[src/rtl/eu_pkg.sv]
package eu_pkg;

    // data path widths
    localparam int BYTE_WIDTH = 8;
    localparam int WORD_WIDTH = 16;
    localparam int ADDR_WIDTH = 20;

    typedef logic [BYTE_WIDTH-1:0] byte_t;
    typedef logic [WORD_WIDTH-1:0] word_t;
    typedef logic [ADDR_WIDTH-1:0] phys_addr_t;
    typedef logic [2:0]            reg_id_t;

    // word register numbers used by the address table
    localparam reg_id_t REG_BX = 3'd3;
    localparam reg_id_t REG_BP = 3'd5;
    localparam reg_id_t REG_SI = 3'd6;
    localparam reg_id_t REG_DI = 3'd7;

    // mod value that selects a register operand
    localparam logic [1:0] MOD_REGISTER = 2'd3;
    // rm value that means direct address when mod is 00
    localparam logic [2:0] RM_DIRECT = 3'b110;

    // segment is paragraph aligned
    localparam int SEGMENT_SHIFT = 4;

    typedef enum logic [1:0]
    {
        BUS_IDLE  = 2'd0,
        BUS_READ  = 2'd1,
        BUS_WRITE = 2'd2
    } bus_command_t;

    typedef enum logic [2:0]
    {
        MOV_NONE         = 3'd0,
        MOV_REG_FROM_RM  = 3'd1,
        MOV_RM_FROM_REG  = 3'd2,
        MOV_REG_FROM_IMM = 3'd3,
        MOV_RM_FROM_IMM  = 3'd4
    } mov_kind_t;

    typedef enum logic [2:0]
    {
        FETCH_OPCODE    = 3'd0,
        FETCH_MODRM     = 3'd1,
        FETCH_DISP_LOW  = 3'd2,
        FETCH_DISP_HIGH = 3'd3,
        FETCH_IMM_LOW   = 3'd4,
        FETCH_IMM_HIGH  = 3'd5,
        FETCH_EXECUTE   = 3'd6
    } fetch_state_t;

    typedef enum logic [1:0]
    {
        EXEC_START  = 2'd0,
        EXEC_BUS    = 2'd1,
        EXEC_FINISH = 2'd2
    } exec_state_t;

endpackage

[src/rtl/mov_decode.sv]
`timescale 1ns/1ps

module mov_decode
    import eu_pkg::*;
(
    input  byte_t     opcode,
    input  byte_t     modrm,
    output logic      need_modrm,
    output logic      need_disp,
    output logic      disp_word,
    output logic      need_imm,
    output logic      imm_word,
    output logic      word_op,
    output mov_kind_t kind,
    output reg_id_t   reg_field,
    output reg_id_t   rm_field,
    output logic      rm_is_memory
);

    logic [1:0] mod_field;
    logic       direct;

    assign mod_field = modrm[7:6];
    // mod 00 with rm 110 is a bare 16-bit address
    assign direct = (mod_field == 2'b00) && (modrm[2:0] == RM_DIRECT);

    always_comb
    begin
        // unknown opcodes are a single byte with no effect
        kind       = MOV_NONE;
        need_modrm = 1'b0;
        need_imm   = 1'b0;
        imm_word   = 1'b0;
        word_op    = opcode[0];
        reg_field  = modrm[5:3];

        if (opcode[7:1] == 7'b1000101)
        begin
            // 8A/8B reg <- r/m
            kind       = MOV_REG_FROM_RM;
            need_modrm = 1'b1;
        end
        else if (opcode[7:1] == 7'b1000100)
        begin
            // 88/89 r/m <- reg
            kind       = MOV_RM_FROM_REG;
            need_modrm = 1'b1;
        end
        else if (opcode[7:4] == 4'hb)
        begin
            // B0..BF carry the width in bit 3 and the register in the low bits
            kind      = MOV_REG_FROM_IMM;
            need_imm  = 1'b1;
            imm_word  = opcode[3];
            word_op   = opcode[3];
            reg_field = opcode[2:0];
        end
        else if (opcode[7:1] == 7'b1100011)
        begin
            // C6/C7 r/m <- imm
            kind       = MOV_RM_FROM_IMM;
            need_modrm = 1'b1;
            need_imm   = 1'b1;
            imm_word   = opcode[0];
        end
    end

    assign rm_field     = modrm[2:0];
    assign rm_is_memory = (mod_field != MOD_REGISTER);

    // displacement only follows a modrm byte
    assign need_disp = need_modrm && rm_is_memory && ((mod_field != 2'b00) || direct);
    assign disp_word = (mod_field == 2'b10) || direct;

endmodule

[src/rtl/instruction_fetch.sv]
`timescale 1ns/1ps

module instruction_fetch
    import eu_pkg::*;
(
    input  logic  clk,
    input  logic  reset,
    input  byte_t prefetch_data,
    input  logic  queue_empty,
    input  logic  need_modrm,
    input  logic  need_disp,
    input  logic  disp_word,
    input  logic  need_imm,
    input  logic  imm_word,
    input  logic  instruction_done,
    output logic  queue_pop,
    output byte_t opcode,
    output byte_t modrm,
    output word_t disp,
    output word_t imm,
    output logic  operands_valid
);

    fetch_state_t state;
    fetch_state_t next_state;
    byte_t        opcode_q;
    byte_t        modrm_q;

    // the byte being taken is visible to the decoder in the same cycle,
    // so the next field can be chosen without an extra cycle
    assign opcode = (state == FETCH_OPCODE) ? prefetch_data : opcode_q;
    assign modrm  = (state == FETCH_MODRM) ? prefetch_data : modrm_q;

    // no pops while an instruction executes
    assign queue_pop      = (state != FETCH_EXECUTE) && !queue_empty;
    assign operands_valid = (state == FETCH_EXECUTE);

    always_comb
    begin
        case (state)
            FETCH_OPCODE:
                next_state = need_modrm ? FETCH_MODRM :
                             need_imm   ? FETCH_IMM_LOW : FETCH_EXECUTE;
            FETCH_MODRM:
                next_state = need_disp ? FETCH_DISP_LOW :
                             need_imm  ? FETCH_IMM_LOW : FETCH_EXECUTE;
            FETCH_DISP_LOW:
                next_state = disp_word ? FETCH_DISP_HIGH :
                             need_imm  ? FETCH_IMM_LOW : FETCH_EXECUTE;
            FETCH_DISP_HIGH:
                next_state = need_imm ? FETCH_IMM_LOW : FETCH_EXECUTE;
            FETCH_IMM_LOW:
                next_state = imm_word ? FETCH_IMM_HIGH : FETCH_EXECUTE;
            FETCH_IMM_HIGH:
                next_state = FETCH_EXECUTE;
            default:
                // execute waits for the done pulse
                next_state = instruction_done ? FETCH_OPCODE : FETCH_EXECUTE;
        endcase
    end

    always_ff @(posedge clk)
    begin
        if (reset)
            state <= FETCH_OPCODE;
        else if (queue_pop || (state == FETCH_EXECUTE))
            state <= next_state;
    end

    // low bytes are extended so 8-bit forms need no high fetch
    always_ff @(posedge clk)
    begin
        if (queue_pop)
        begin
            case (state)
                FETCH_OPCODE:    opcode_q   <= prefetch_data;
                FETCH_MODRM:     modrm_q    <= prefetch_data;
                FETCH_DISP_LOW:  disp       <= {{8{prefetch_data[7]}}, prefetch_data};
                FETCH_DISP_HIGH: disp[15:8] <= prefetch_data;
                FETCH_IMM_LOW:   imm        <= {8'h00, prefetch_data};
                FETCH_IMM_HIGH:  imm[15:8]  <= prefetch_data;
                default:         ;
            endcase
        end
    end

endmodule

[src/rtl/register_file.sv]
`timescale 1ns/1ps

module register_file
    import eu_pkg::*;
(
    input  logic    clk,
    input  logic    reset,
    input  reg_id_t read_id,
    input  logic    read_word,
    input  reg_id_t addr_base_id,
    input  reg_id_t addr_index_id,
    input  reg_id_t write_id,
    input  logic    write_word,
    input  logic    write_enable,
    input  word_t   write_data,
    output word_t   read_data,
    output word_t   base_data,
    output word_t   index_data
);

    // AW CW DW BW SP BP IX IY
    word_t registers [0:7];

    word_t read_half_src;

    // byte ids 0-3 are low halves of AW..BW, 4-7 the high halves
    assign read_half_src = registers[{1'b0, read_id[1:0]}];

    always_comb
    begin
        if (read_word)
            read_data = registers[read_id];
        else if (read_id[2])
            read_data = {8'h00, read_half_src[15:8]};
        else
            read_data = {8'h00, read_half_src[7:0]};
    end

    // address port always reads whole words
    assign base_data  = registers[addr_base_id];
    assign index_data = registers[addr_index_id];

    always_ff @(posedge clk)
    begin
        if (reset)
        begin
            for (int i = 0; i < 8; i++)
                registers[i] <= '0;
        end
        else if (write_enable)
        begin
            if (write_word)
                registers[write_id] <= write_data;
            else if (write_id[2])
                registers[{1'b0, write_id[1:0]}][15:8] <= write_data[7:0];
            else
                registers[{1'b0, write_id[1:0]}][7:0] <= write_data[7:0];
        end
    end

endmodule

[src/rtl/effective_address.sv]
`timescale 1ns/1ps

module effective_address
    import eu_pkg::*;
(
    input  byte_t      modrm,
    input  word_t      disp,
    input  word_t      base_data,
    input  word_t      index_data,
    input  word_t      ds,
    input  word_t      ss,
    output reg_id_t    base_id,
    output reg_id_t    index_id,
    output phys_addr_t physical_address
);

    logic [1:0] mod_field;
    logic [2:0] rm;
    logic       direct;
    logic       use_base;
    logic       use_index;
    logic       use_disp;
    word_t      offset;
    word_t      segment;

    assign mod_field = modrm[7:6];
    assign rm        = modrm[2:0];
    assign direct    = (mod_field == 2'b00) && (rm == RM_DIRECT);

    // BX for 000 001 111, BP for 010 011 110
    assign base_id  = (rm == 3'b010 || rm == 3'b011 || rm == 3'b110) ? REG_BP : REG_BX;
    // SI on even rm, DI on odd rm
    assign index_id = rm[0] ? REG_DI : REG_SI;

    // 100 and 101 are index only, 110 and 111 base only
    assign use_base  = (rm[2:1] != 2'b10) && !direct;
    assign use_index = (rm[2:1] != 2'b11);
    // mod 00 holds no displacement except in direct mode
    assign use_disp  = (mod_field != 2'b00) || direct;

    // 16-bit sum wraps within the segment
    assign offset = (use_base ? base_data : '0)
                  + (use_index ? index_data : '0)
                  + (use_disp ? disp : '0);

    // BP based addressing defaults to the stack segment
    assign segment = (use_base && base_id == REG_BP) ? ss : ds;

    assign physical_address = (phys_addr_t'(segment) << SEGMENT_SHIFT) + phys_addr_t'(offset);

endmodule

[src/rtl/mov_execute.sv]
`timescale 1ns/1ps

module mov_execute
    import eu_pkg::*;
(
    input  logic         clk,
    input  logic         reset,
    input  logic         operands_valid,
    input  mov_kind_t    kind,
    input  logic         word_op,
    input  logic         rm_is_memory,
    input  reg_id_t      reg_field,
    input  reg_id_t      rm_field,
    input  word_t        imm,
    input  word_t        read_data,
    input  phys_addr_t   physical_address,
    input  word_t        data_in,
    input  logic         bus_command_done,
    output reg_id_t      read_id,
    output reg_id_t      write_id,
    output logic         write_word,
    output logic         write_enable,
    output word_t        write_data,
    output bus_command_t bus_command,
    output phys_addr_t   bus_address,
    output logic         bus_word,
    output word_t        data_out,
    output logic         instruction_done
);

    exec_state_t state;

    logic needs_bus;
    logic imm_source;
    logic to_register;
    logic start;

    // immediate to register has no modrm, so rm_is_memory is stale there
    assign needs_bus = rm_is_memory
                    && (kind == MOV_REG_FROM_RM || kind == MOV_RM_FROM_REG
                        || kind == MOV_RM_FROM_IMM);
    assign imm_source  = (kind == MOV_REG_FROM_IMM) || (kind == MOV_RM_FROM_IMM);
    assign to_register = (kind != MOV_NONE) && !needs_bus;
    assign start       = (state == EXEC_START) && operands_valid;

    // register source is reg for stores, rm for register to register loads
    assign read_id  = (kind == MOV_RM_FROM_REG) ? reg_field : rm_field;
    assign write_id = (kind == MOV_REG_FROM_RM || kind == MOV_REG_FROM_IMM) ? reg_field
                                                                              : rm_field;
    assign write_word = word_op;

    // bus data arrives only while a read is outstanding
    always_comb
    begin
        if (state == EXEC_BUS)
            write_data = data_in;
        else if (imm_source)
            write_data = imm;
        else
            write_data = read_data;
    end

    assign write_enable = (start && to_register)
                       || ((state == EXEC_BUS) && bus_command_done
                           && (bus_command == BUS_READ));

    // register moves and unknown opcodes finish in their first cycle
    assign instruction_done = (start && !needs_bus) || (state == EXEC_FINISH);

    always_ff @(posedge clk)
    begin
        if (reset)
        begin
            state       <= EXEC_START;
            bus_command <= BUS_IDLE;
        end
        else
        begin
            case (state)
                EXEC_START:
                    if (start && needs_bus)
                    begin
                        bus_command <= (kind == MOV_REG_FROM_RM) ? BUS_READ : BUS_WRITE;
                        state       <= EXEC_BUS;
                    end
                EXEC_BUS:
                    // command held until the bus answers
                    if (bus_command_done)
                    begin
                        bus_command <= BUS_IDLE;
                        state       <= EXEC_FINISH;
                    end
                default:
                    state <= EXEC_START;
            endcase
        end
    end

    // address and store data captured once and held through the bus cycle
    always_ff @(posedge clk)
    begin
        if (start)
        begin
            bus_address <= physical_address;
            bus_word    <= word_op;
            data_out    <= imm_source ? imm : read_data;
        end
    end

endmodule

[src/rtl/execution_unit.sv]
`timescale 1ns/1ps

module execution_unit
    import eu_pkg::*;
(
    input  logic         clk,
    input  logic         reset,
    input  byte_t        prefetch_data,
    input  logic         queue_empty,
    output logic         queue_pop,
    input  word_t        ds,
    input  word_t        ss,
    output bus_command_t bus_command,
    output phys_addr_t   bus_address,
    output logic         bus_word,
    output word_t        data_out,
    input  word_t        data_in,
    input  logic         bus_command_done,
    output logic         instruction_done
);

    // instruction fields
    byte_t opcode;
    byte_t modrm;
    word_t disp;
    word_t imm;
    logic  operands_valid;

    // decode results
    logic      need_modrm;
    logic      need_disp;
    logic      disp_word;
    logic      need_imm;
    logic      imm_word;
    logic      word_op;
    mov_kind_t kind;
    reg_id_t   reg_field;
    reg_id_t   rm_field;
    logic      rm_is_memory;

    // register file and address generator
    reg_id_t    read_id;
    reg_id_t    write_id;
    reg_id_t    base_id;
    reg_id_t    index_id;
    logic       write_word;
    logic       write_enable;
    word_t      write_data;
    word_t      read_data;
    word_t      base_data;
    word_t      index_data;
    phys_addr_t physical_address;

    mov_decode mov_decode_i
    (
        .opcode(opcode),
        .modrm(modrm),
        .need_modrm(need_modrm),
        .need_disp(need_disp),
        .disp_word(disp_word),
        .need_imm(need_imm),
        .imm_word(imm_word),
        .word_op(word_op),
        .kind(kind),
        .reg_field(reg_field),
        .rm_field(rm_field),
        .rm_is_memory(rm_is_memory)
    );

    instruction_fetch instruction_fetch_i
    (
        .clk(clk),
        .reset(reset),
        .prefetch_data(prefetch_data),
        .queue_empty(queue_empty),
        .need_modrm(need_modrm),
        .need_disp(need_disp),
        .disp_word(disp_word),
        .need_imm(need_imm),
        .imm_word(imm_word),
        .instruction_done(instruction_done),
        .queue_pop(queue_pop),
        .opcode(opcode),
        .modrm(modrm),
        .disp(disp),
        .imm(imm),
        .operands_valid(operands_valid)
    );

    // data port follows the move width, address ports are word wide
    register_file register_file_i
    (
        .clk(clk),
        .reset(reset),
        .read_id(read_id),
        .read_word(word_op),
        .addr_base_id(base_id),
        .addr_index_id(index_id),
        .write_id(write_id),
        .write_word(write_word),
        .write_enable(write_enable),
        .write_data(write_data),
        .read_data(read_data),
        .base_data(base_data),
        .index_data(index_data)
    );

    effective_address effective_address_i
    (
        .modrm(modrm),
        .disp(disp),
        .base_data(base_data),
        .index_data(index_data),
        .ds(ds),
        .ss(ss),
        .base_id(base_id),
        .index_id(index_id),
        .physical_address(physical_address)
    );

    mov_execute mov_execute_i
    (
        .clk(clk),
        .reset(reset),
        .operands_valid(operands_valid),
        .kind(kind),
        .word_op(word_op),
        .rm_is_memory(rm_is_memory),
        .reg_field(reg_field),
        .rm_field(rm_field),
        .imm(imm),
        .read_data(read_data),
        .physical_address(physical_address),
        .data_in(data_in),
        .bus_command_done(bus_command_done),
        .read_id(read_id),
        .write_id(write_id),
        .write_word(write_word),
        .write_enable(write_enable),
        .write_data(write_data),
        .bus_command(bus_command),
        .bus_address(bus_address),
        .bus_word(bus_word),
        .data_out(data_out),
        .instruction_done(instruction_done)
    );

endmodule

[config.mk]
export PLATFORM = sky130hd
export DESIGN_NAME = execution_unit
export DESIGN_NICKNAME = d
export VERILOG_FILES = /design/src/rtl/eu_pkg.sv /design/src/rtl/mov_decode.sv /design/src/rtl/instruction_fetch.sv /design/src/rtl/register_file.sv /design/src/rtl/effective_address.sv /design/src/rtl/mov_execute.sv /design/src/rtl/execution_unit.sv
export SDC_FILE = /design/constraint.sdc
export NUM_CORES = 1
export LEC_CHECK = 0
export BUFFER_PORTS_ARGS = -buffer_cell sky130_fd_sc_hd__clkbuf_2
export CAP_MARGIN = 25
export CORE_MARGIN = 5
export CORE_UTILIZATION = 40
export CTS_CLUSTER_DIAMETER = 60
export DETAILED_ROUTE_END_ITERATION = 12
export GPL_TIMING_DRIVEN = 0
export MAX_ROUTING_LAYER = met4
export PLACE_DENSITY = 0.55
export SLEW_MARGIN = 15
export SYNTH_ARGS = -nofsm -noshare
export SYNTH_HDL_FRONTEND = slang
export SYNTH_SLANG_ARGS = --single-unit
[constraint.sdc]
create_clock -name clk -period 8 [get_ports clk]
set_clock_uncertainty 0.1 [all_clocks]
set_input_delay 1.2 -clock clk [delete_from_list [all_inputs] [get_ports clk]]
set_output_delay 1.2 -clock clk [all_outputs]
set_load 0.01 [all_outputs]
After elaboration in Yosys (flattened, before gate mapping):

Memory sizes are Yosys's and may differ from the RTL's.
Cells that the tools add are included.

* memories kept: 1
* bits of input ports: 60
* memory bits (writable): 128
* output and inout port bits: 41
* bits in registers: 92

* muxes and demuxes: 73
* eq/ne operators: 28
* add/subtract/negate cells: 3
* reductions and logical operators: 44

Memories
* register_file_i.registers: depth 8, bits a word 16, read ports 4, clocked after Yosys merged registers in 0, write ports 8, RTL line register_file.sv:22 `word_t registers [0:7];`

Operators by type and width (count)
* two-way mux 16 bit: 9
* two-way mux 3 bit: 16
* adder 16 bit: 2
* two-way mux 1 bit: 32
* case mux 8 bit (2 select lines): 2
* OR reduction 16 bit: 2
* two-way mux 8 bit: 3
* equality test 7 bit (second input constant): 3
* adder 20 x 16 -> 20 bit: 1
* equality test 3 x 2 -> 1 bit (second input constant): 6
* equality test 3 bit (second input constant): 6
* case mux 3 bit (6 select lines): 1
* two-way mux 2 bit: 8
* logical AND 1 bit: 14
* logical OR 1 bit: 11
* inequality test 2 bit (second input constant): 5
* AND reduction 2 bit: 5
* case mux 2 bit (2 select lines): 2
* nonzero test 2 bit: 4
* equality test 3 x 1 -> 1 bit (second input constant): 2
* equality test 2 x 1 -> 1 bit (second input constant): 2
* equality test 2 bit (second input constant): 2
* equality test 4 bit (second input constant): 1
* logical NOT 2 bit: 2
* other kinds (5): 7

Longest topological paths before layout:

Gate-level depths: netlist of the first run.

* word-level depth: 21
* gate-level depth with buffers: 30
* mapped depth without buffers: 26

Hierarchy:

Synthesis of the first run repeated with hierarchy kept, for this count alone.

* cells, all modules: 1110
* area total of the unflattened synthesis: 14343.8 um2

By module, submodules not included
* register_file: cells an instance 550, area each 8026.4 um2, times used 1
* effective_address: cells an instance 292, area each 2138.3 um2, times used 1
* instruction_fetch: cells an instance 127, area each 2104.5 um2, times used 1
* mov_execute: cells an instance 109, area each 1879.3 um2, times used 1
* mov_decode: cells an instance 32, area each 195.2 um2, times used 1

Least setup slack after synthesis of the first run:

Ideal clock, no wire load.

* path kind: in2reg
* start point: input port prefetch_data[1]
* end point: register mov_execute_i.bus_address[17] (data pin)
* required time: 7.628 ns
* library setup time: 0.272 ns
* stages: 25
* arrival time: 6.187 ns
* buffers on the path: 2
* path slack: 1.441 ns
* path through: mux2_1 buf_2 o21ai_1 clkbuf_1 mux2_2 nand2_1 fa_1 inv_1 ha_1 fa_1 a21oi_1 nor2_1 nor2_1 o21bai_1 a31oi_1 o21ai_0 o41ai_1 xnor2_1 ha_1 or2_2 a21oi_1 o31ai_1 nand2_1 xor2_1 mux2i_1

* longest elaborated chain between the ends: 10
* elaborated cells between the ends (all ways): 23
* classes of those cells: add/sub: 3; eq/ne: 6; mux: 6; reduce/logical: 7; memory: 1

Ends and longest elaborated chain
* start: declaration: RTL line execution_unit.sv:8 `input byte_t prefetch_data,`
* two-way mux 8 bit (*): RTL line instruction_fetch.sv:32 `assign modrm = (state == FETCH_MODRM) ? prefetch_data : modrm_q;`
* named net effective_address_i.modrm[1]: RTL line effective_address.sv:6 `input byte_t modrm,`
* equality test 3 x 2 -> 1 bit: RTL line effective_address.sv:31 `assign base_id = (rm == 3'b010 || rm == 3'b011 || rm == 3'b110) ? REG_BP : REG_BX;`
* logical OR 1 bit (2 in a row): RTL line effective_address.sv:31
* two-way mux 3 bit: RTL line effective_address.sv:31
* memory (8 x 16 bit)
* two-way mux 16 bit: RTL line effective_address.sv:42 `assign offset = (use_base ? base_data : '0)`
* adder 16 bit: RTL line effective_address.sv:43 `+ (use_index ? index_data : '0)`
* adder 16 bit: RTL line effective_address.sv:44 `+ (use_disp ? disp : '0);`
* adder 20 x 16 -> 20 bit (*): RTL line effective_address.sv:49 `assign physical_address = (phys_addr_t'(segment) << SEGMENT_SHIFT) + phys_addr_t'(offset);`
* named net effective_address_i.physical_address[17]: RTL line effective_address.sv:14 `output phys_addr_t physical_address`
* end signal: assignment: RTL line mov_execute.sv:104 `bus_address <= physical_address;`
* end: declaration: RTL line mov_execute.sv:25 `output phys_addr_t bus_address,`

Mark *: on every way through the listed nets, which the timed path passes. The rest lies on a longest branch.
A chain may end at the register's enable or synchronous reset.

Worst setup path after layout of the first run:

* start point: register instruction_fetch_i.state[0]
* end point: register mov_execute_i.bus_address[19] (data pin)

* longest elaborated chain between the ends: 11
* elaborated cells between the ends (all ways): 27
* classes of those cells: add/sub: 3; eq/ne: 7; mux: 7; reduce/logical: 9; memory: 1

Ends and longest elaborated chain
* start: declaration: RTL line instruction_fetch.sv:24 `fetch_state_t state;`
* start signal: assignment: RTL line instruction_fetch.sv:67 `state <= next_state;`
* equality test 3 x 1 -> 1 bit (*): RTL line instruction_fetch.sv:32
* two-way mux 8 bit (*): RTL line instruction_fetch.sv:32
* named net effective_address_i.modrm[2]: RTL line effective_address.sv:6
* equality test 3 x 2 -> 1 bit: RTL line effective_address.sv:31
* logical OR 1 bit (2 in a row): RTL line effective_address.sv:31
* two-way mux 3 bit: RTL line effective_address.sv:31
* memory (8 x 16 bit)
* two-way mux 16 bit: RTL line effective_address.sv:42
* adder 16 bit: RTL line effective_address.sv:43
* adder 16 bit: RTL line effective_address.sv:44
* adder 20 x 16 -> 20 bit (*): RTL line effective_address.sv:49
* named net effective_address_i.physical_address[19]: RTL line effective_address.sv:14

Marks and branches as above.

==> flow_summary.yaml, run 1 <==
routing:
  wl_um: 38600
  firstDrtPassIters: 7
  wire_per_inst_um: 22.6
  drcViolationCount: 0
  drtIter0Drc: 815
  vias_per_cell: 5.61
  vias: 9600
  ant_nets: 0
clocking:
  postCtsSetupBuffers: 0
  cts_buffers: 27
  clk_pin_slew_ns: 0.06
  cts_tree: "yes"
  clock_latency_ns: 0.54
  clock_sinks: 220
  clockBufferDepth: 3
  cts_max_level: 1
  ctsHoldBuffers: 0
  cts_root_buf: "clkbuf_16"
power_and_ir_drop:
  p_per_area_nw_per_um2: 248
  pwr-share-seq: 0.378
  p_int_uw: 2520
  clkPwrFrac: 0.329
  power_frac_comb: 0.292
  p_switching_uw: 1150
  leakagePower_uw: 0.00584
  ir_drop_v: 0.000156
  sw_frac_of_total: 0.314
floorplanning:
  die_area_sq_um: 35900
  coreArea_sq_um: 31600
  die_w_um: 189
  ios: 101
  rows: 65
  dieHeight_um: 189
  start_util: 0.407
synthesis:
  synthFlopType: "edfxtp_1"
  yosys.area.top_type: "edfxtp_1"
  ys_warn_count: 0
  synth_area_sq_um: 12900
  synth.area.top_cells: "edfxtp_1 (50%), mux2_2 (4.9%), nand2_1 (4.9%)"
  synth_nets: 1257
  synth_edf_count: 213
  ys_async_sr_fraction: 0
  synth.top_cell.area_share: 0.497
  avgSynthCellArea_sq_um: 11.2
  synth_seq_cells: 220
  synthCells: 1154
  yosysMostFrequentCell: "edfxtp_1"
  synth_commonest_cells: "edfxtp_1 (213), nand2_1 (167), nor2_1 (135), a21oi_1 (61), mux2i_1 (59)"
  ys_types: 77
  synth_seq_area_share: 0.507
cells_and_area:
  fin_util: 0.468
  fin_nets: 1390
  diodes: 0
  drive_gt1_frac: 0.204
  syn_to_final_growth_pct: 15.0
critical_path:
  crit_arrival_ns: 7.47
  worst-path-max-fanout: 10
  path_class: "flop to flop"
  cp-start-kind: "flop"
  critPathRequiredTime_ns: 8.18
  endpoint_kind: "flop"
global_route:
  use_met1: 0.301
  antenna_found_initial: 0
  grt_max_degree: 32
  busiest_layer: "met2"
  gr-total-overflow: 0
  first_global_vias: 9541
  met2_usage: 0.344
  grt.total_usage: 0.218
  use_met3: 0.0273
  grt_pass1_wl_um: 58100
min_path:
  hp-class: "flop to flop"
sta:
  max_freq_mhz: 137
  rsz0062_at_grt: "false"
  hold_viol_final: 0
  tightest_slew_ns: 1.07
  layout_min_cycle_time_ns: 7.30
  slew_headroom: 0.278
  slew_violations: 0
  setup_viol: 0
  period_share: 0.912
  whs_ns: 0.418
run:
  drv_cap: 0
placed_design:
  place.gp.congestion: 0.950
  port_buffers: 99
  dp_hpwl_um: 30000
outcome:
  status: "complete, no violations"
## through the flow
| stage | area [sq um] | total power (uW) | worst slack, ns | TNS [ns] | cells |
|---|---|---|---|---|---|
| floorplan | 12900 | 2190 | 1.44 | 0 | 1154 |
| global placement | 13900 | 2480 | -0.171 | -0.336 | 1655 |
| global route | 14800 | 3870 | 0.170 | 0 | 1710 |
| detailed placement | 13900 | 2480 | -0.139 | -0.273 | 1660 |
| CTS | 14800 | 3690 | 0.298 | 0 | 1710 |
| finish | 14800 | 3680 | 0.704 | 0 | 1710 |
## layout make-up
class,count,area (sq um)
tap,402,503
inverter,51,191
timing repair buffer,104,542
clock buffer,32,694
fill,2950,16800
clock inverter,18,178
buffer,49,275
multi-input combinational,834,5890
sequential,220,6540
## cells by family after synthesis
| group | share of synthesized area |
|---|---|
| muxes | 0.131 |
| xor gates and xnor gates | 0.0211 |
| adders and majority gates | 0.0517 |
| and+or+nand+nor | 0.151 |
| AOI/OAI and AO/OA | 0.102 |
| DFF | 0.507 |
| buffers and inverters | 0.0361 |
## timing repair
| item | CTS | global route |
|---|---|---|
| hold endpoints to repair | 0 | 0 |
| gates resized for setup | 0 | 3 |
| setup endpoints to repair | 0 | 2 |
## flip-flops by register name, summed over array words and instances (netlist names)
register	flops
register_file_i.registers	128
mov_execute_i.bus_address	20
instruction_fetch_i.disp	16
instruction_fetch_i.imm	16
mov_execute_i.data_out	16
instruction_fetch_i.modrm_q	8
instruction_fetch_i.opcode_q	8
instruction_fetch_i.state	3
mov_execute_i.bus_command	2
mov_execute_i.state	2
mov_execute_i.bus_word	1
## layer usage
layer / share of wire / vias up
li1: - / 4486
met1: 0.44 / 4675
met2: 0.47 / 363
met3: 0.063 / 76
met4: 0.027 / 0
met5: 0 / -
## layout by cell type (no fill, tap or decap), types with 7 or more instances in the layout
cell / instances
a21o_1: 7
clkbuf_16: 27
o21ai_0: 35
nand2b_1: 25
buf_6: 12
inv_1: 48
mux2_2: 56
nor3_1: 15
ha_1: 26
nand3_1: 16
a31oi_1: 7
o211ai_1: 7
a31o_2: 7
clkbuf_2: 100
mux4_2: 9
edfxtp_1: 213
nand2_1: 167
nor2_1: 134
dfxtp_1: 7
nand2b_4: 7
and2_1: 14
nor2b_1: 7
o22ai_1: 11
o21ai_1: 8
o211a_1: 7
xor2_1: 8
clkbuf_1: 34
fa_1: 17
a211oi_1: 7
a21oi_1: 61
xnor2_1: 23
mux2i_1: 59
## power by group through the flow
stage | logic [uW] | registers, uW | clock network, uW
2_1_floorplan | 782 | 1410 | 0
3_3_place_gp | 1060 | 1410 | 0
3_5_place_dp | 1070 | 1420 | 0
4_1_cts | 1080 | 1390 | 1230
5_1_grt | 1190 | 1400 | 1290
6_report | 1070 | 1390 | 1210
## worst max-delay path, cell delays in order, from the launching register on
cell and delay (ns):
dfxtp_1 0.33, buf_6 0.13, or3b_1 0.36, buf_6 0.17
mux2i_1 0.17, inv_1 0.25, nand2_1 0.20, o21ai_1 0.60
clkbuf_1 0.43, nand2_1 0.16, fa_1 0.51, inv_1 0.05
ha_1 0.20, fa_1 0.45, a21oi_1 0.15, nor2_1 0.05
nor2_1 0.16, o21bai_1 0.11, a31oi_1 0.22, o21ai_0 0.18
o41ai_1 0.45, o21ai_0 0.20, xnor2_1 0.18, ha_1 0.30
inv_1 0.06, o31ai_1 0.42, nor3b_1 0.32, xnor2_1 0.11
## path summary, 6_finish.rpt
check / start / to / slack, ns / cells past startpoint
worst max-delay path: instruction_fetch_i.state[0] / mov_execute_i.bus_address[19] / 0.70 / 27
worst min-delay path: mov_execute_i.bus_command[0] / mov_execute_i.bus_command[0] / 0.42 / 2
worst max register to register: instruction_fetch_i.state[0] / mov_execute_i.bus_address[19] / 0.70 / 27
worst min register to register: mov_execute_i.bus_command[0] / mov_execute_i.bus_command[0] / 0.42 / 2
Note: power is estimated with default switching activity, not from simulation.
==> inputs of run 2 (changes only) <==
PLACE_DENSITY = unset   (was 0.55)
==> flow_summary.yaml, run 2 (synthesized netlist as in run 1, its figures left out) <==
sta:
  period_share: 0.898
  slew_headroom: 0.354
  layout_min_cycle_time_ns: 7.18
  rsz0062_at_grt: "false"
  slew_violations: 0
  hold_viol_final: 0
  setup_viol: 0
  tightest_slew_ns: 0.964
  setup_ws_ns: 0.818
  max_freq_mhz: 139
placed_design:
  dp_cells: 1660
  dp_slack_ns: -0.144
  port_buffers: 99
  dp_hpwl_um: 29800
  place.gp.congestion: 0.943
floorplanning:
  dieHeight_um: 189
  die_area_sq_um: 35900
  coreArea_sq_um: 31600
  rows: 65
  start_util: 0.407
  die_w_um: 189
  ios: 101
critical_path:
  path_class: "flop to flop"
  rrSetupSlack_ns: 0.82
  r2r_end: "mov_execute_i.bus_address[19]"
  cp-start-kind: "flop"
  cp.buffers_inverters: 6
  critPathRequiredTime_ns: 8.18
  reg2reg_from: "instruction_fetch_i.state[0]"
  endpoint_kind: "flop"
  worst-path-max-fanout: 10
  slowest_stage: "fa_1"
  critPathTopFamily: "compound AO/OA/AOI/OAI gates"
  r2r_cells: 27
  max_stage_delay_ns: 0.55
  crit_arrival_ns: 7.36
  crit_cells: 27
run:
  drv_cap: 0
clocking:
  clock_sinks: 220
  clock_latency_ns: 0.55
  cts_max_level: 1
  cts_buffers: 28
  cts_root_buf: "clkbuf_16"
  clockBufferDepth: 3
  cts_tree: "yes"
  clk_pin_slew_ns: 0.06
  postCtsSetupBuffers: 0
power_and_ir_drop:
  ir_drop_v: 0.000229
  p_per_area_nw_per_um2: 253
  leakagePower_uw: 0.00590
routing:
  ant_nets: 0
  drtIter0Drc: 939
  wl_um: 38400
  vias_per_cell: 5.63
  wire_per_inst_um: 22.5
  vias: 9640
  drcViolationCount: 0
  firstDrtPassIters: 5
cells_and_area:
  instances_no_fill: 1712
  fin_util: 0.471
  drive_gt1_frac: 0.206
  largest-register: "register_file_i.registers"
  fin_nets: 1392
  diodes: 0
  syn_to_final_growth_pct: 15.8
  top_regs: "register_file_i.registers x128, mov_execute_i.bus_address x20"
  final_cell_mix: "edfxtp_1 (213), nand2_1 (167), nor2_1 (134), clkbuf_2 (100), a21oi_1 (61)"
  largest_register_ffs: 128
  layout_commonest_cell: "edfxtp_1"
min_path:
  holdPathEnd: "mov_execute_i.bus_command[0]"
  hp-class: "flop to flop"
  hold_start: "mov_execute_i.bus_command[0]"
  hold_depth: 2
outcome:
  status: "complete, no violations"
global_route:
  gr-total-overflow: 0
  grt.total_usage: 0.215
  grt_max_degree: 32
  antenna_found_initial: 0
  first_global_vias: 9594
  grt_pass1_wl_um: 57300
==> run 2: changes by cell type in the layout (fill, tap and decap cells not counted), sizes merged <==
cell      change
bufinv        +2
inv           -1
clkbuf        +3
clkinv        -1
clkinvlp      -2
buf           +1
==> run 2: layer usage <==
metal | global-route usage | vias to the layer above | routed length [um]
met4 | 0.0662 | 0 | 1350
met2 | 0.347 | 389 | 18100
met1 | 0.288 | 4694 | 16200
met3 | 0.0264 | 82 | 2710
met5 | - | - | 0
li1 | - | 4475 | -
==> run 2: worst max-delay path by stage <==
| stage | start | endpoint |
|---|---|---|
| 2_1_floorplan | prefetch_data[1] | mov_execute_i.bus_address[17] |
| 3_3_place_gp | prefetch_data[0] | mov_execute_i.bus_address[19] |
| 3_5_place_dp | prefetch_data[0] | mov_execute_i.bus_address[19] |
| 4_1_cts | instruction_fetch_i.state[0] | mov_execute_i.bus_address[19] |
| 5_1_grt | instruction_fetch_i.state[0] | mov_execute_i.bus_address[19] |
| 6_report | instruction_fetch_i.state[0] | mov_execute_i.bus_address[19] |
==> run 2: per-stage QoR <==
stage / power [uW] / area, sq um / TNS, ns / hold slack [ns]
6_report: 3770 / 14900 / 0 / 0.426
4_1_cts: 3800 / 14900 / 0 / 0.423
2_1_floorplan: 2190 / 12900 / 0 / 0.412
5_1_grt: 3950 / 14900 / 0 / 0.480
3_5_place_dp: 2480 / 13900 / -0.285 / 0.415
3_3_place_gp: 2460 / 13900 / -0.118 / 0.401
==> run 2: layout make-up <==
cell class	instances	area, sq um
sequential	220	6540
tap	402	503
multi-input combinational	834	5900
buffer	49	275
inverter	51	191
clock buffer	35	748
clock inverter	16	214
timing repair buffer	105	549
fill	2918	16700
==> run 2: where the power goes <==
part,internal (uW),leakage (uW),switching (uW)
clock,822,0.000466,491
combinational,439,0.00326,630
sequential,1360,0.00217,27.8
total,2620,0.00590,1150
==> run 2: what timing repair did <==
| item | in CTS | in global routing |
|---|---|---|
| resized for setup | 0 | 4 |
| hold buffers | 0 | 0 |
| setup endpoints to repair | 0 | 2 |
==> run 2: tightest hold or removal path, cell delays in order, from the launching register on <==
cell,delay [ns]
dfxtp_1,0.33
o211ai_1,0.08
a21oi_1,0.07
==> inputs of run 3 (changes only) <==
PLACE_DENSITY_LB_ADDON = 0.25   (was unset)
REMOVE_ABC_BUFFERS = 1   (was unset)
==> flow_summary.yaml, run 3 (synthesized netlist as in run 1, its figures left out) <==
critical_path:
  endpoint_kind: "flop"
  critPathRequiredTime_ns: 8.16
  r2r_end: "mov_execute_i.bus_address[17]"
  rrSetupSlack_ns: 0.54
  cp-start-kind: "flop"
  reg2reg_from: "instruction_fetch_i.state[1]"
  r2r_cells: 25
  worst-path-max-fanout: 17
  path_class: "flop to flop"
  crit_arrival_ns: 7.62
  crit_start: "instruction_fetch_i.state[1]"
placed_design:
  place.gp.congestion: 0.920
  port_buffers: 100
  dp_hpwl_um: 27100
  dp_cells: 1621
sta:
  whs_ns: 0.418
  layout_min_cycle_time_ns: 7.46
  setup_viol: 0
  slew_violations: 0
  rsz0062_at_grt: "false"
  hold_viol_final: 0
  max_freq_mhz: 134
  period_share: 0.933
  slew_headroom: 0.289
  setup-tns-final_ns: 0
  tightest_slew_ns: 1.06
global_route:
  antenna_found_initial: 0
  grt.total_usage: 0.216
  grt_max_degree: 27
  grt_pass1_wl_um: 57400
  gr-total-overflow: 0
  first_global_vias: 9418
clocking:
  ctsHoldBuffers: 0
  cts_tree: "yes"
  cts_root_buf: "clkbuf_16"
  clock_sinks: 220
  cts_buffers: 28
  clock_latency_ns: 0.55
  cts_max_level: 1
  clk_pin_slew_ns: 0.06
  clockBufferDepth: 3
power_and_ir_drop:
  leakagePower_uw: 0.00583
  p_per_area_nw_per_um2: 248
  ir_drop_v: 0.000164
  finalPower_uw: 3680
routing:
  firstDrtPassIters: 6
  vias_per_cell: 5.71
  ant_nets: 0
  wire_per_inst_um: 22.9
  drcViolationCount: 0
  wl_um: 38200
  drtIter0Drc: 739
  vias: 9548
cells_and_area:
  largest-register: "register_file_i.registers"
  final_cell_mix: "edfxtp_1 (213), nand2_1 (167), nor2_1 (134), clkbuf_2 (100), a21oi_1 (61)"
  layout_commonest_cell: "edfxtp_1"
  instances_no_fill: 1673
  diodes: 0
  largest_register_ffs: 128
  drive_gt1_frac: 0.215
  fin_nets: 1355
  syn_to_final_growth_pct: 15.2
  top_regs: "register_file_i.registers x128, mov_execute_i.bus_address x20"
floorplanning:
  ios: 101
  start_util: 0.407
  dieHeight_um: 189
  die_w_um: 189
  coreArea_sq_um: 31600
  rows: 65
  die_area_sq_um: 35900
outcome:
  status: "complete, no violations"
min_path:
  hold_start: "mov_execute_i.bus_command[0]"
  hold_depth: 2
  hp-class: "flop to flop"
  holdPathEnd: "mov_execute_i.bus_command[0]"
run:
  drv_cap: 0
-- run 3: changes by cell type in the layout (fill, tap and decap cells not counted), sizes merged --
cell	delta
mux2i	+1
bufinv	-3
buf	-10
clkinvlp	+2
clkbuf	-33
inv	+2
clkinv	+2
-- run 3: critical path: stages, from the launching register on --
cell	delay, ns
dfxtp_1	0.72
or3b_2	0.52
mux2i_4	0.62
clkinvlp_4	0.51
o21ai_2	0.41
buf_4	0.25
nand2_1	0.09
fa_1	0.48
inv_1	0.04
ha_1	0.20
fa_1	0.45
a21oi_1	0.15
nor2_1	0.05
nor2_1	0.15
o21bai_1	0.11
a31oi_1	0.23
o21ai_0	0.17
o41ai_1	0.43
xnor2_1	0.13
ha_1	0.23
or3_1	0.35
a211oi_1	0.28
o31ai_1	0.16
nand2_1	0.10
xor2_1	0.15
mux2i_1	0.08
-- run 3: layout make-up --
cell class,instances,area [sq um]
Multi-Input combinational cell,835,5960
Timing Repair Buffer,115,757
Clock buffer,31,712
Clock inverter,18,168
Fill cell,2892,16800
Sequential cell,220,6540
Timing Repair inverter,1,5.00
Inverter,51,195
Tap cell,402,503
-- run 3: repair_timing --
action	in CTS	in global routing
buffers inserted	0	0
setup endpoints to repair	2	4
resized for setup	1	3
gates cloned	2	0
-- run 3: power by group --
part | total [uW] | internal (uW) | switching, uW
sequential | 1390 | 1360 | 29.4
clock | 1220 | 709 | 510
combinational | 1070 | 445 | 626
-- run 3: worst max path at each step --
stage | to | slack [ns] | cells past startpoint
floorplan | mov_execute_i.bus_address[17] | 0.78 | 24
global placement | mov_execute_i.bus_address[17] | -1.61 | 24
detailed placement | mov_execute_i.bus_address[17] | -0.07 | 25
CTS | mov_execute_i.bus_address[17] | 0.18 | 25
global route | mov_execute_i.bus_address[17] | 0.11 | 25
finish | mov_execute_i.bus_address[17] | 0.54 | 25
-- run 3: layer usage --
metal,track usage,routed length [um],share of wire
met5,-,0,0
met2,0.339,17800,0.47
met4,0.0682,1320,0.035
met1,0.296,16100,0.42
met3,0.0242,2970,0.078
-- run 3: per-stage QoR --
stage | worst slack (ns) | util | area (sq um)
2_1_floorplan | 0.781 | - | 12600
3_3_place_gp | -1.61 | 0.430 | 13600
3_5_place_dp | -0.0721 | 0.440 | 13900
4_1_cts | 0.179 | 0.469 | 14800
5_1_grt | 0.111 | 0.469 | 14800
6_report | 0.537 | 0.469 | 14800
